==> config.mk <==
export PLATFORM = sky130hd
export DESIGN_NAME = exec_unit
export DESIGN_NICKNAME = d
export VERILOG_FILES = /design/src/source/rv32i_pkg.sv /design/src/source/alu.sv /design/src/source/branch_cmp.sv /design/src/source/control_rom.sv /design/src/source/decode_stage.sv /design/src/source/exec_unit.sv /design/src/source/writeback_select.sv
export VERILOG_INCLUDE_DIRS = /design/src
export SDC_FILE = /design/constraint.sdc
export NUM_CORES = 1
export LEC_CHECK = 0
export ABC_AREA = 1
export BUFFER_PORTS_ARGS = -buffer_cell sky130_fd_sc_hd__buf_2
export CAP_MARGIN = 20
export CORE_ASPECT_RATIO = 1.5
export CORE_MARGIN = 2
export CORE_UTILIZATION = 35
export CTS_BUF_LIST = sky130_fd_sc_hd__clkbuf_4
export CTS_CLUSTER_DIAMETER = 60
export DETAILED_ROUTE_END_ITERATION = 10
export GPL_TIMING_DRIVEN = 0
export HOLD_SLACK_MARGIN = 0.08
export PLACE_DENSITY_LB_ADDON = 0.3
export SETUP_SLACK_MARGIN = 0.5
export SLEW_MARGIN = 10
export SYNTH_ARGS = -nofsm -noshare
export SYNTH_HDL_FRONTEND = slang
export SYNTH_SLANG_ARGS = --single-unit
==> constraint.sdc <==
create_clock -name i_clk -period 8.8 [get_ports i_clk]
set_clock_uncertainty 0.05 [all_clocks]
set_input_delay 0.44 -clock i_clk [delete_from_list [all_inputs] [get_ports i_clk]]
set_output_delay 0.44 -clock i_clk [all_outputs]
set_load 0.05 [all_outputs]
==> src/rv32i_config.svh <==
/*
    RV32I execute slice configuration
    data word width and register index width shared by the
    package types
*/

`ifndef RV32I_CONFIG_SVH
`define RV32I_CONFIG_SVH

// integer data and address width
`define RV_XLEN 32

// x0..x31
`define RV_REG_AW 5

`endif

==> src/source/rv32i_pkg.sv <==
/*
    RV32I execute slice types
    opcode, ALU, comparator and mux select encodings, the control
    packet from the control ROM, the registered execute packet and
    the final execute result
*/

`include "rv32i_config.svh"

package rv32i_pkg;

    typedef logic [`RV_XLEN-1:0]   word_t;
    typedef logic [`RV_REG_AW-1:0] reg_addr_t;

    typedef enum logic [6:0] {
        op_lui   = 7'b0110111,
        op_auipc = 7'b0010111,
        op_jal   = 7'b1101111,
        op_jalr  = 7'b1100111,
        op_br    = 7'b1100011,
        op_load  = 7'b0000011,
        op_store = 7'b0100011,
        op_imm   = 7'b0010011,
        op_reg   = 7'b0110011
    } opcode_e;

    typedef enum logic [3:0] {
        alu_add, alu_sub, alu_sll, alu_slt, alu_sltu,
        alu_xor, alu_srl, alu_sra, alu_or, alu_and
    } alu_op_e;

    // encoded as branch funct3
    typedef enum logic [2:0] {
        cmp_beq  = 3'b000,
        cmp_bne  = 3'b001,
        cmp_blt  = 3'b100,
        cmp_bge  = 3'b101,
        cmp_bltu = 3'b110,
        cmp_bgeu = 3'b111
    } cmp_op_e;

    typedef enum logic {alumux1_rs1, alumux1_pc} alumux1_e;

    typedef enum logic [2:0] {
        alumux2_i_imm, alumux2_u_imm, alumux2_s_imm, alumux2_j_imm, alumux2_rs2
    } alumux2_e;

    typedef enum logic {cmpmux_rs2, cmpmux_i_imm} cmpmux_e;

    typedef enum logic [1:0] {wb_alu_out, wb_br_en, wb_u_imm, wb_pc_plus4} wbmux_e;

    typedef struct packed {
        logic     ex;
        logic     mem;
        logic     wb;
        alu_op_e  aluop;
        alumux1_e alumux1_sel;
        alumux2_e alumux2_sel;
        cmp_op_e  cmpop;
        cmpmux_e  cmpmux_sel;
        logic     is_branch;
        logic     is_jump;
        logic     data_mem_read;
        logic     data_mem_write;
        logic     load_regfile;
        wbmux_e   wbmux_sel;
    } ctrl_t;

    typedef struct packed {
        logic      valid;
        ctrl_t     ctrl;
        word_t     pc;
        word_t     rs1_data;
        word_t     rs2_data;
        word_t     imm_i;
        word_t     imm_s;
        word_t     imm_b;
        word_t     imm_u;
        word_t     imm_j;
        reg_addr_t rd;
    } ex_pkt_t;

    typedef struct packed {
        logic      valid;
        logic      rd_we;
        reg_addr_t rd;
        word_t     rd_data;
        logic      br_taken;
        word_t     target;
        logic      mem_read;
        logic      mem_write;
        word_t     mem_addr;
        word_t     store_data;
    } ex_res_t;

endpackage

==> src/source/alu.sv <==
/*
    RV32I ALU
    picks both operands from the execute packet and computes the
    arithmetic, logic, shift or address result
*/

module alu (
    input  rv32i_pkg::ex_pkt_t i_pkt,
    output rv32i_pkg::word_t   o_result
);

    rv32i_pkg::word_t op1;
    rv32i_pkg::word_t op2;
    logic [4:0]       shamt;

    assign op1   = (i_pkt.ctrl.alumux1_sel == rv32i_pkg::alumux1_pc) ? i_pkt.pc
                                                                     : i_pkt.rs1_data;
    assign shamt = op2[4:0];

    always_comb begin
        case (i_pkt.ctrl.alumux2_sel)
            rv32i_pkg::alumux2_u_imm: op2 = i_pkt.imm_u;
            rv32i_pkg::alumux2_s_imm: op2 = i_pkt.imm_s;
            rv32i_pkg::alumux2_j_imm: op2 = i_pkt.imm_j;
            rv32i_pkg::alumux2_rs2:   op2 = i_pkt.rs2_data;
            default:                  op2 = i_pkt.imm_i;
        endcase
    end

    always_comb begin
        case (i_pkt.ctrl.aluop)
            rv32i_pkg::alu_sub:  o_result = op1 - op2;
            rv32i_pkg::alu_sll:  o_result = op1 << shamt;
            rv32i_pkg::alu_slt:  o_result = rv32i_pkg::word_t'($signed(op1) < $signed(op2));
            rv32i_pkg::alu_sltu: o_result = rv32i_pkg::word_t'(op1 < op2);
            rv32i_pkg::alu_xor:  o_result = op1 ^ op2;
            rv32i_pkg::alu_srl:  o_result = op1 >> shamt;
            rv32i_pkg::alu_sra:  o_result = rv32i_pkg::word_t'($signed(op1) >>> shamt);
            rv32i_pkg::alu_or:   o_result = op1 | op2;
            rv32i_pkg::alu_and:  o_result = op1 & op2;
            default:             o_result = op1 + op2;
        endcase
    end

endmodule

==> src/source/branch_cmp.sv <==
/*
    RV32I branch comparator
    compares rs1 against rs2 or the I immediate, for branch
    decisions and set-less-than results
*/

module branch_cmp (
    input  rv32i_pkg::ex_pkt_t i_pkt,
    output logic               o_br_en
);

    rv32i_pkg::word_t a;
    rv32i_pkg::word_t b;

    assign a = i_pkt.rs1_data;
    assign b = (i_pkt.ctrl.cmpmux_sel == rv32i_pkg::cmpmux_i_imm) ? i_pkt.imm_i
                                                                  : i_pkt.rs2_data;

    always_comb begin
        case (i_pkt.ctrl.cmpop)
            rv32i_pkg::cmp_bne:  o_br_en = (a != b);
            rv32i_pkg::cmp_blt:  o_br_en = ($signed(a) < $signed(b));
            rv32i_pkg::cmp_bge:  o_br_en = ($signed(a) >= $signed(b));
            rv32i_pkg::cmp_bltu: o_br_en = (a < b);
            rv32i_pkg::cmp_bgeu: o_br_en = (a >= b);
            default:             o_br_en = (a == b);
        endcase
    end

endmodule

==> src/source/control_rom.sv <==
/*
    RV32I control ROM
    decodes opcode, funct3 and funct7 into the ALU, comparator,
    memory strobe and writeback selections of one instruction
*/

module control_rom (
    input  rv32i_pkg::opcode_e i_opcode,
    input  logic [2:0]         i_funct3,
    input  logic [6:0]         i_funct7,
    output rv32i_pkg::ctrl_t   o_ctrl
);

    logic is_reg;

    // register form picks rs2 and allows sub
    assign is_reg = (i_opcode == rv32i_pkg::op_reg);

    always_comb begin
        o_ctrl                = '0;
        o_ctrl.aluop          = rv32i_pkg::alu_add;
        o_ctrl.alumux1_sel    = rv32i_pkg::alumux1_rs1;
        o_ctrl.alumux2_sel    = rv32i_pkg::alumux2_i_imm;
        o_ctrl.cmpop          = rv32i_pkg::cmp_beq;
        o_ctrl.cmpmux_sel     = rv32i_pkg::cmpmux_rs2;
        o_ctrl.wbmux_sel      = rv32i_pkg::wb_alu_out;

        case (i_opcode)
            rv32i_pkg::op_lui: begin
                o_ctrl.wb           = 1'b1;
                o_ctrl.load_regfile = 1'b1;
                o_ctrl.wbmux_sel    = rv32i_pkg::wb_u_imm;
            end
            rv32i_pkg::op_auipc: begin
                o_ctrl.ex           = 1'b1;
                o_ctrl.alumux1_sel  = rv32i_pkg::alumux1_pc;
                o_ctrl.alumux2_sel  = rv32i_pkg::alumux2_u_imm;
                o_ctrl.wb           = 1'b1;
                o_ctrl.load_regfile = 1'b1;
            end
            rv32i_pkg::op_jal: begin
                o_ctrl.ex           = 1'b1;
                o_ctrl.alumux1_sel  = rv32i_pkg::alumux1_pc;
                o_ctrl.alumux2_sel  = rv32i_pkg::alumux2_j_imm;
                o_ctrl.is_jump      = 1'b1;
                o_ctrl.wb           = 1'b1;
                o_ctrl.load_regfile = 1'b1;
                o_ctrl.wbmux_sel    = rv32i_pkg::wb_pc_plus4;
            end
            rv32i_pkg::op_jalr: begin
                o_ctrl.ex           = 1'b1;
                o_ctrl.is_jump      = 1'b1;
                o_ctrl.wb           = 1'b1;
                o_ctrl.load_regfile = 1'b1;
                o_ctrl.wbmux_sel    = rv32i_pkg::wb_pc_plus4;
            end
            rv32i_pkg::op_br: begin
                o_ctrl.ex        = 1'b1;
                o_ctrl.cmpop     = rv32i_pkg::cmp_op_e'(i_funct3);
                o_ctrl.is_branch = 1'b1;
            end
            rv32i_pkg::op_load: begin
                // register write happens in the memory stage
                o_ctrl.ex            = 1'b1;
                o_ctrl.mem           = 1'b1;
                o_ctrl.data_mem_read = 1'b1;
                o_ctrl.wb            = 1'b1;
            end
            rv32i_pkg::op_store: begin
                o_ctrl.ex             = 1'b1;
                o_ctrl.alumux2_sel    = rv32i_pkg::alumux2_s_imm;
                o_ctrl.mem            = 1'b1;
                o_ctrl.data_mem_write = 1'b1;
            end
            rv32i_pkg::op_imm, rv32i_pkg::op_reg: begin
                o_ctrl.ex           = 1'b1;
                o_ctrl.wb           = 1'b1;
                o_ctrl.load_regfile = 1'b1;
                if (is_reg) begin
                    o_ctrl.alumux2_sel = rv32i_pkg::alumux2_rs2;
                end else begin
                    o_ctrl.cmpmux_sel  = rv32i_pkg::cmpmux_i_imm;
                end
                case (i_funct3)
                    3'b000: o_ctrl.aluop = (is_reg && i_funct7[5]) ? rv32i_pkg::alu_sub
                                                                   : rv32i_pkg::alu_add;
                    3'b001: o_ctrl.aluop = rv32i_pkg::alu_sll;
                    3'b010: begin
                        o_ctrl.cmpop     = rv32i_pkg::cmp_blt;
                        o_ctrl.wbmux_sel = rv32i_pkg::wb_br_en;
                    end
                    3'b011: begin
                        o_ctrl.cmpop     = rv32i_pkg::cmp_bltu;
                        o_ctrl.wbmux_sel = rv32i_pkg::wb_br_en;
                    end
                    3'b100: o_ctrl.aluop = rv32i_pkg::alu_xor;
                    3'b101: o_ctrl.aluop = i_funct7[5] ? rv32i_pkg::alu_sra
                                                       : rv32i_pkg::alu_srl;
                    3'b110: o_ctrl.aluop = rv32i_pkg::alu_or;
                    default: o_ctrl.aluop = rv32i_pkg::alu_and;
                endcase
            end
            default: ;
        endcase
    end

    // one memory access per instruction
    always_comb begin
        assert (!(o_ctrl.data_mem_read && o_ctrl.data_mem_write))
            else $error("control_rom: read and write strobes both set");
    end

endmodule

==> src/source/decode_stage.sv <==
/*
    RV32I decode stage
    runs the control ROM, forms the sign-extended immediates and
    registers the execute packet for the next cycle
*/

module decode_stage (
    input  logic                i_clk,
    input  logic                i_reset,
    input  logic                i_valid,
    input  rv32i_pkg::word_t    i_instr,
    input  rv32i_pkg::word_t    i_pc,
    input  rv32i_pkg::word_t    i_rs1_data,
    input  rv32i_pkg::word_t    i_rs2_data,
    output rv32i_pkg::ex_pkt_t  o_pkt
);

    rv32i_pkg::opcode_e opcode;
    logic [2:0]         funct3;
    logic [6:0]         funct7;
    rv32i_pkg::ctrl_t   ctrl;
    rv32i_pkg::ex_pkt_t pkt_d;

    assign opcode = rv32i_pkg::opcode_e'(i_instr[6:0]);
    assign funct3 = i_instr[14:12];
    assign funct7 = i_instr[31:25];

    control_rom u_control_rom (
        .i_opcode (opcode),
        .i_funct3 (funct3),
        .i_funct7 (funct7),
        .o_ctrl   (ctrl)
    );

    always_comb begin
        pkt_d.valid    = i_valid;
        pkt_d.ctrl     = ctrl;
        pkt_d.pc       = i_pc;
        pkt_d.rs1_data = i_rs1_data;
        pkt_d.rs2_data = i_rs2_data;
        pkt_d.rd       = i_instr[11:7];
        pkt_d.imm_i    = {{21{i_instr[31]}}, i_instr[30:20]};
        pkt_d.imm_s    = {{21{i_instr[31]}}, i_instr[30:25], i_instr[11:7]};
        pkt_d.imm_b    = {{20{i_instr[31]}}, i_instr[7], i_instr[30:25],
                          i_instr[11:8], 1'b0};
        pkt_d.imm_u    = {i_instr[31:12], 12'h000};
        pkt_d.imm_j    = {{12{i_instr[31]}}, i_instr[19:12], i_instr[20],
                          i_instr[30:21], 1'b0};
    end

    always_ff @(posedge i_clk) begin
        if (i_reset) begin
            o_pkt.valid <= 1'b0;
        end else begin
            o_pkt <= pkt_d;
        end
    end

endmodule

==> src/source/exec_unit.sv <==
/*
    RV32I execute slice top level
    decode register, ALU and branch comparator in parallel, then
    the registered writeback select, two cycles in to out
*/

module exec_unit (
    input  logic               i_clk,
    input  logic               i_reset,
    input  logic               i_valid,
    input  rv32i_pkg::word_t   i_instr,
    input  rv32i_pkg::word_t   i_pc,
    input  rv32i_pkg::word_t   i_rs1_data,
    input  rv32i_pkg::word_t   i_rs2_data,
    output rv32i_pkg::ex_res_t o_res
);

    rv32i_pkg::ex_pkt_t pkt;
    rv32i_pkg::word_t   alu_result;
    logic               br_en;

    decode_stage u_decode_stage (
        .i_clk      (i_clk),
        .i_reset    (i_reset),
        .i_valid    (i_valid),
        .i_instr    (i_instr),
        .i_pc       (i_pc),
        .i_rs1_data (i_rs1_data),
        .i_rs2_data (i_rs2_data),
        .o_pkt      (pkt)
    );

    alu u_alu (
        .i_pkt    (pkt),
        .o_result (alu_result)
    );

    branch_cmp u_branch_cmp (
        .i_pkt   (pkt),
        .o_br_en (br_en)
    );

    writeback_select u_writeback_select (
        .i_clk        (i_clk),
        .i_reset      (i_reset),
        .i_pkt        (pkt),
        .i_alu_result (alu_result),
        .i_br_en      (br_en),
        .o_res        (o_res)
    );

endmodule

==> src/source/writeback_select.sv <==
/*
    RV32I writeback select
    merges the ALU and comparator outputs into the register write,
    branch target and memory request, and registers the result
*/

module writeback_select (
    input  logic               i_clk,
    input  logic               i_reset,
    input  rv32i_pkg::ex_pkt_t i_pkt,
    input  rv32i_pkg::word_t   i_alu_result,
    input  logic               i_br_en,
    output rv32i_pkg::ex_res_t o_res
);

    rv32i_pkg::ex_res_t res_d;
    rv32i_pkg::word_t   pc_plus4;

    assign pc_plus4 = i_pkt.pc + rv32i_pkg::word_t'(4);

    always_comb begin
        res_d.valid      = i_pkt.valid;
        res_d.rd         = i_pkt.rd;
        // x0 is never written
        res_d.rd_we      = i_pkt.valid && i_pkt.ctrl.load_regfile && (i_pkt.rd != '0);
        res_d.br_taken   = i_pkt.valid &&
                           (i_pkt.ctrl.is_jump || (i_pkt.ctrl.is_branch && i_br_en));
        res_d.mem_read   = i_pkt.valid && i_pkt.ctrl.data_mem_read;
        res_d.mem_write  = i_pkt.valid && i_pkt.ctrl.data_mem_write;
        res_d.mem_addr   = i_alu_result;
        res_d.store_data = i_pkt.rs2_data;

        case (i_pkt.ctrl.wbmux_sel)
            rv32i_pkg::wb_br_en:    res_d.rd_data = rv32i_pkg::word_t'(i_br_en);
            rv32i_pkg::wb_u_imm:    res_d.rd_data = i_pkt.imm_u;
            rv32i_pkg::wb_pc_plus4: res_d.rd_data = pc_plus4;
            default:                res_d.rd_data = i_alu_result;
        endcase

        if (i_pkt.ctrl.is_branch) begin
            res_d.target = i_pkt.pc + i_pkt.imm_b;
        end else if (i_pkt.ctrl.is_jump) begin
            // jalr is the jump that adds to rs1
            res_d.target = (i_pkt.ctrl.alumux1_sel == rv32i_pkg::alumux1_rs1) ?
                           {i_alu_result[31:1], 1'b0} : i_alu_result;
        end else begin
            res_d.target = '0;
        end
    end

    always_ff @(posedge i_clk) begin
        if (i_reset) begin
            o_res.valid     <= 1'b0;
            o_res.rd_we     <= 1'b0;
            o_res.br_taken  <= 1'b0;
            o_res.mem_read  <= 1'b0;
            o_res.mem_write <= 1'b0;
        end else begin
            o_res <= res_d;
        end
    end

    // idle result slots carry no side effects
    assert property (@(posedge i_clk) disable iff (i_reset)
        !o_res.valid |-> !(o_res.rd_we || o_res.mem_read || o_res.mem_write))
        else $error("writeback_select: strobe set on an idle result");

endmodule

==> results of run 1 <==
==> stage by stage <==
step,setup TNS (ns),hold slack (ns),area (um^2)
floorplan,0,0.3730,23340
global placement,-0.04788,0.4113,25790
detailed placement,0,0.4104,25900
CTS,0,0.09522,28130
global route,0,0.2185,28170
finish,0,0.2045,28170
==> timing repair <==
item | in CTS | in global routing
buffers inserted | 0 | 0
endpoints found under the hold margin | 141 | 0
gates resized for setup | 0 | 0
hold buffers | 134 | 0
==> area by class of cell <==
class | count | area, um^2
clock inverter | 24 | 214.0
antenna | 2 | 5.005
timing repair buffer | 410 | 2804
fill | 7145 | 38160
tap | 885 | 1107
buffer | 122 | 610.6
clock buffer | 90 | 675.6
sequential | 279 | 8318
multi-input combinational | 2445 | 12880
inverter | 412 | 1554
==> power by group <==
part	switching (W)	internal [W]
Sequential	0.000119	0.00162
Combinational	0.00190	0.000625
Clock	0.000541	0.000598
==> kinds of logic (layout without fill, tap and decap cells) <==
group,count (synthesis),in the layout,share of synthesized area
other cells,0,2,0
flops,279,279,0.3563
xor+xnor,19,19,0.007129
compound gates,636,636,0.1551
simple gates,1627,1627,0.3007
fa+ha+maj,163,163,0.08834
buf+inv,534,1058,0.09241
==> per-layer routing <==
| metal | wire length (um) | vias up | GRT usage |
|---|---|---|---|
| met5 | 61 | - | 0 |
| met2 | 62940 | 1413 | 0.6416 |
| met4 | 16000 | 8 | 0.3866 |
| met3 | 8578 | 574 | 0.07122 |
| met1 | 45880 | 12425 | 0.3900 |
| li1 | - | 12101 | - |
==> critical path: cells and delay by family, from the launching register on <==
kind | cells | cell delay [ns]
adder cells (fa/ha/maj) | 1 | 0.28
buffers and inverters | 7 | 1.27
AND/OR/NAND/NOR | 7 | 1.51
flip-flops | 1 | 0.48
AO/OA/AOI/OAI | 6 | 2.16
==> cell usage in the layout (no fill, tap or decap), drive strengths merged, types with 4 or more instances in the layout <==
| master | Yosys | final |
|---|---|---|
| a21boi | 10 | 10 |
| nand3 | 444 | 444 |
| nor4 | 19 | 19 |
| clkinv | 3 | 19 |
| bufinv | 0 | 4 |
| nor2 | 253 | 253 |
| nor3 | 45 | 45 |
| a2111oi | 4 | 4 |
| edfxtp | 273 | 273 |
| o22ai | 29 | 29 |
| nand3b | 5 | 5 |
| dfxtp | 6 | 6 |
| o2111ai | 6 | 6 |
| inv | 409 | 412 |
| nand2 | 803 | 803 |
| o21ai | 214 | 214 |
| and2 | 4 | 4 |
| a31oi | 17 | 17 |
| xor2 | 16 | 16 |
| o21bai | 15 | 15 |
| nand4 | 43 | 43 |
| dlygate4sd3 | 0 | 134 |
| a221oi | 11 | 11 |
| o21a | 37 | 37 |
| a21oi | 250 | 250 |
| ha | 160 | 160 |
| buf | 67 | 343 |
| clkbuf | 55 | 145 |
| or2 | 8 | 8 |
| o211ai | 27 | 27 |
| a21o | 5 | 5 |
==> flip-flops by register name (all words and copies together), names as in the netlist <==
name,flops
u_writeback_select.o_res,138
u_decode_stage.o_pkt,141
==> worst min-delay path by stage <==
stage	end	slack [ns]	cells past startpoint
after detailed placement	u_writeback_select.o_res[64]	0.41	2
after global routing	u_decode_stage.o_pkt[262]	0.22	5
after global placement	u_writeback_select.o_res[65]	0.41	2
after floorplan	u_writeback_select.o_res[64]	0.37	2
final	u_decode_stage.o_pkt[262]	0.20	5
after CTS	u_decode_stage.o_pkt[262]	0.1	5
==> impl_results.md, run 1 <==
* Most frequent CP cell: inv_1
* Antenna violations before repair at 7
* Sequential fraction of the synthesis area at 0.3563
* Worst Setup EP: u_writeback_select.o_res[126]
* Post-Synthesis Cells at 3258
* Period utilisation layout at 0.6820
* Drt total wl at 133500 um
* GPL Wtd Cong at 1.084
* Post-synth top cells: nand2_1 (799), nand3_1 (435), inv_1 (407)
* DRC viols at 0
* Max-cap violations at 0
* Mapped Avg Cell Area at 7.165 um^2
* Inst Count DP at 4416
* Worst skew pair latency at 0.76 ns
* Reg-to-Reg Start: u_decode_stage.o_pkt[273]
* Post-synth top area share at 0.3512
* Vias at 26521
* Crit path launch type: register
* Main synth FF type: edfxtp_1
* Peak Freq at 166.6 MHz
* Mapped cell area at 23340 um^2
* Grt ovf at 0
* Initial drt markers at 2524
* Clk sinks at 279
* Worst Tran Pin Value at 1.146 ns
* Setup Slack @ Placement at 2.748 ns
* Slew margin rel. at 0.2276
* Async S/R FF share, synth at 0
* Largest net degree at the start of global routing at 125
* CP required at 9.26 ns
* Slowest cell on the critical path: o21ai_0
* Synth Register Bits at 279
* Max Buffers Root-to-Sink at 3
* Min Clock Period, post-route at 6.002 ns
* Min-delay worst type: primary input to register
* HP Start: i_instr[1]
* Synth cell types at 53
* Number of global-route vias before repair at 26119
* Tot GR Track Use at 0.3811
* Final total power at 0.005408 W
* Synth area leaders: edfxtp_1 (35%), nand2_1 (13%), nand3_1 (9.3%), ha_1 (8.6%), inv_1 (6.5%)
* WS Path Type: register to register
* Setup WS post-layout at 2.798 ns
* Yosys warning count at 0
* Initial core utilization at 0.3519
* Nets at 4032
* Cell chain of the critical path: nor2_2 -> nand2_2 -> nand2_2 -> clkinv_1 -> a21oi_1 -> inv_1 -> o21ai_0 -> inv_1 -> ha_1 -> clkbuf_1 -> inv_1 -> a21oi_1 -> inv_1 -> a21oi_1 -> inv_1 -> a21oi_1 -> nand3_1 -> o21ai_0 -> nand4_1 -> nand2_1 -> nand2_1
* Layout Utilization at 0.4247
* Share of layout cells above drive strength 1 at 0.1280
* Final HPWL DP at 109500 um
* Die area at 68820 um^2
* Power per cell area at 192.0 nW/um^2
* CTS H-Tree Depth at 3
* Synthesis-to-finish area growth at 20.67%
* First-pass DRT Iterations at 8
* Root Buffer: clkbuf_4
* Cell row count at 116
* Leak at 12.99 nW
* R2R Setup Slk at 2.80 ns
* Finished Layout Cells at 4669
* CP Max Fanout at 10
* Maximum vdd ir drop at 0.1354 mV
* Crit end category: register
* First-pass GRT wire length at 185300 um
* Setup crit start: u_decode_stage.o_pkt[273]
* Buffers on Ports at 268
* Clk pin slew, worst setup/hold paths at 0.07 ns
* CP max stage delay at 0.85 ns
* RR Endpoint: u_writeback_select.o_res[126]
* Die width at 214.9 um
* CTS tree: built
* Final setup vio count at 0
* Post-DRT Antenna Nets at 0
* Fin. Hold Viols at 0
* Post-Syn Nets at 3552
* RSZ-0062 raised after global routing: false
* WL/cell at 28.58 um
* Core Region at 66330 um^2
* Cts bufs inserted at 68
* Most frequent cell after synthesis: nand2_1
* EDFF count, synth at 273
* Num ports at 269
* Reg2Reg Depth at 21
* Via/cell ratio at 5.680
* Post-synth top area cell: edfxtp_1
* Status: completed
* Crit path DAT at 6.47 ns
* Die Height at 320.3 um
* Max-slew violations at 0
(Power assumes the default switching activity.)
==> run 2: changes to the inputs <==
clock period = 5.1 ns   (was 8.8 ns; I/O delays follow)
==> run 2 against run 1 <==
Compared with the run above: critical path depth up 3; power up 81%; non-clock buffer count up 133; sequential power up 72%; flip-flop and latch count unchanged; clock power up 70%; critical endpoint is now u_writeback_select.o_res[117].
==> impl_results.md, run 2 (synthesis gave the netlist of run 1 again) <==
* Setup crit start: u_decode_stage.o_pkt[272] (was u_decode_stage.o_pkt[273])
* Tot GR Track Use at 0.3959 (was 0.3811)
* Reg-to-Reg Start: u_decode_stage.o_pkt[272] (was u_decode_stage.o_pkt[273])
* Final Cell Area at 30180 um^2 (was 28170 um^2)
* Synthesis-to-finish area growth at 29.28% (was 20.67%)
* Max Buffers Root-to-Sink at 3 (unchanged)
* GPL Wtd Cong at 1.121 (was 1.084)
* Crit path DAT at 5.02 ns (was 6.47 ns)
* WS Path Type: register to register (unchanged)
* Post-DRT Antenna Nets at 0 (unchanged)
* Peak Freq at 219.6 MHz (was 166.6 MHz)
* Largest registers: u_decode_stage.o_pkt (141), u_writeback_select.o_res (138) (unchanged)
* Largest net degree at the start of global routing at 41 (was 125)
* First-pass DRT Iterations at 8 (unchanged)
* Core Region at 66330 um^2 (unchanged)
* Top reg by flops: u_decode_stage.o_pkt (unchanged)
* Commonest cells after routing, fill and taps aside: nand2_1 (791), nand3_1 (418), inv_1 (397), buf_2 (305), edfxtp_1 (273) (was nand2_1 (799), nand3_1 (435), inv_1 (406), buf_2 (313), edfxtp_1 (273))
* Fillcell total at 6974 (was 7145)
* Maximum vdd ir drop at 0.2632 mV (was 0.1354 mV)
* Crit path launch type: register (unchanged)
* Vias at 27392 (was 26521)
* Number of global-route vias before repair at 27227 (was 26119)
* Power per cell area at 323.8 nW/um^2 (was 192.0 nW/um^2)
* Initial drt markers at 2811 (was 2524)
* CTS H-Tree Depth at 3 (unchanged)
* Final total power at 0.009772 W (was 0.005408 W)
* Final setup vio count at 0 (unchanged)
* Worst skew pair latency at 0.82 ns (was 0.76 ns)
* Via/cell ratio at 5.704 (was 5.680)
* Num ports at 269 (unchanged)
* Buffers on Ports at 268 (unchanged)
* Root Buffer: clkbuf_4 (unchanged)
* Max reg flops at 141 (unchanged)
* Status: completed (unchanged)
* RSZ-0062 raised after global routing: true (was false)
* Fin. Hold Viols at 0 (unchanged)
* Final HPWL DP at 111600 um (was 109500 um)
* Antenna violations before repair at 11 (was 7)
* First-pass GRT wire length at 192700 um (was 185300 um)
* Min-delay worst type: primary input to register (unchanged)
* Period utilisation layout at 0.8929 (was 0.6820)
* DP Area at 26000 um^2 (was 25900 um^2)
* R2R Setup Slk at 0.55 ns (was 2.80 ns)
* Grt ovf at 0 (unchanged)
* Die area at 68820 um^2 (unchanged)
* Initial core utilization at 0.3519 (unchanged)
* Max-slew violations at 0 (unchanged)
* Share of layout cells above drive strength 1 at 0.1722 (was 0.1280)
* Worst Tran Pin Value at 1.087 ns (was 1.146 ns)
* Worst Setup EP: u_writeback_select.o_res[117] (was u_writeback_select.o_res[126])
* Nets at 4166 (was 4032)
* Max-cap violations at 0 (unchanged)
* Cell row count at 116 (unchanged)
* Drt total wl at 138800 um (was 133500 um)
* Reg2Reg Depth at 24 (was 21)
* Hold_ws at 0.1513 ns (was 0.2045 ns)
* WL/cell at 28.91 um (was 28.58 um)
* Cts bufs inserted at 69 (was 68)
* CTS tree: built (unchanged)
* Min Clock Period, post-route at 4.554 ns (was 6.002 ns)
* Clk sinks at 279 (unchanged)
* Die Height at 320.3 um (unchanged)
* Crit end category: register (unchanged)
* RR Endpoint: u_writeback_select.o_res[117] (was u_writeback_select.o_res[126])
* DRC viols at 0 (unchanged)
* CP Max Fanout at 10 (unchanged)
* Most common cell after layout, fill and taps aside: nand2_1 (unchanged)
* Die width at 214.9 um (unchanged)
* CP required at 5.56 ns (was 9.26 ns)
* Slew margin rel. at 0.2723 (was 0.2276)
* Clk pin slew, worst setup/hold paths at 0.08 ns (was 0.07 ns)
* Leak at 13.73 nW (was 12.99 nW)
## run 2: worst min path at each step
stage | start | end | slack [ns] | cells after the start
final | i_instr[22] | u_decode_stage.o_pkt[135] | 0.15 | 2
after global routing | i_rs1_data[28] | u_decode_stage.o_pkt[225] | 0.13 | 2
after CTS | i_instr[22] | u_decode_stage.o_pkt[135] | 0.08 | 2
after detailed placement | i_pc[28] | u_decode_stage.o_pkt[257] | 0.38 | 1
after global placement | i_instr[27] | u_decode_stage.o_pkt[108] | 0.38 | 1
after floorplan | i_reset | u_decode_stage.o_pkt[283] | 0.28 | 1
## run 2: report_power, final
| part | total [W] | internal (W) | switching [W] |
|---|---|---|---|
| sequential | 0.00300 | 0.00280 | 0.000207 |
| combinational | 0.00483 | 0.00133 | 0.00350 |
| clock | 0.00194 | 0.000990 | 0.000946 |
## run 2: layer usage
metal	wire, um	global-route usage	vias up
met5	85	0	-
met4	17120	0.3975	12
met3	10580	0.08431	673
met2	64960	0.6659	1623
met1	46090	0.4007	12711
li1	-	-	12373
## run 2: repair_timing
action                     4_1_cts  5_1_grt
hold endpoints to repair       142        0
pin swaps                       11       21
setup endpoints to repair       92       93
gates resized for setup        110      132
hold buffers                   212        0
buffers inserted                24       26
## run 2: layout make-up
cell class / count / area (um^2) / share of cell area
Antenna cell: 4 / 10.01 / 0.0003317
Inverter: 412 / 1577 / 0.05224
Tap cell: 885 / 1107 / 0.03669
Clock inverter: 20 / 168.9 / 0.005597
Clock buffer: 92 / 690.7 / 0.02289
Multi-Input combinational cell: 2445 / 13510 / 0.4476
Sequential cell: 279 / 8318 / 0.2756
Timing Repair Buffer: 543 / 4089 / 0.1355
Buffer: 122 / 710.7 / 0.02355
## run 2: stage by stage
stage | cells | setup TNS (ns) | util | setup slack (ns)
6_report | 4802 | 0 | 0.4550 | 0.5463
5_1_grt | 4800 | 0 | 0.4549 | 0.3556
4_1_cts | 4770 | 0 | 0.4444 | 0.3970
3_5_place_dp | 4422 | -22.69 | 0.3920 | -0.8470
3_3_place_gp | 4411 | -462.52 | 0.3889 | -1.594
2_1_floorplan | 3258 | 0 | - | 0.3847
## run 2: worst max-delay path: stages (launching register included)
cell	delay (ns)
edfxtp_1	0.44
buf_4	0.18
buf_4	0.13
nor2_4	0.17
inv_1	0.14
nor2_4	0.17
inv_1	0.14
o211ai_1	0.13
nor2_1	0.08
nor2_2	0.19
ha_1	0.28
clkbuf_4	0.21
nor2_1	0.21
nand2_1	0.14
nor2_2	0.20
nand4_1	0.14
nand3_2	0.16
a21oi_1	0.08
o21ai_1	0.16
nand2_1	0.16
a21oi_2	0.20
nand4_1	0.16
buf_4	0.19
nand2_1	0.10
nand2_1	0.09
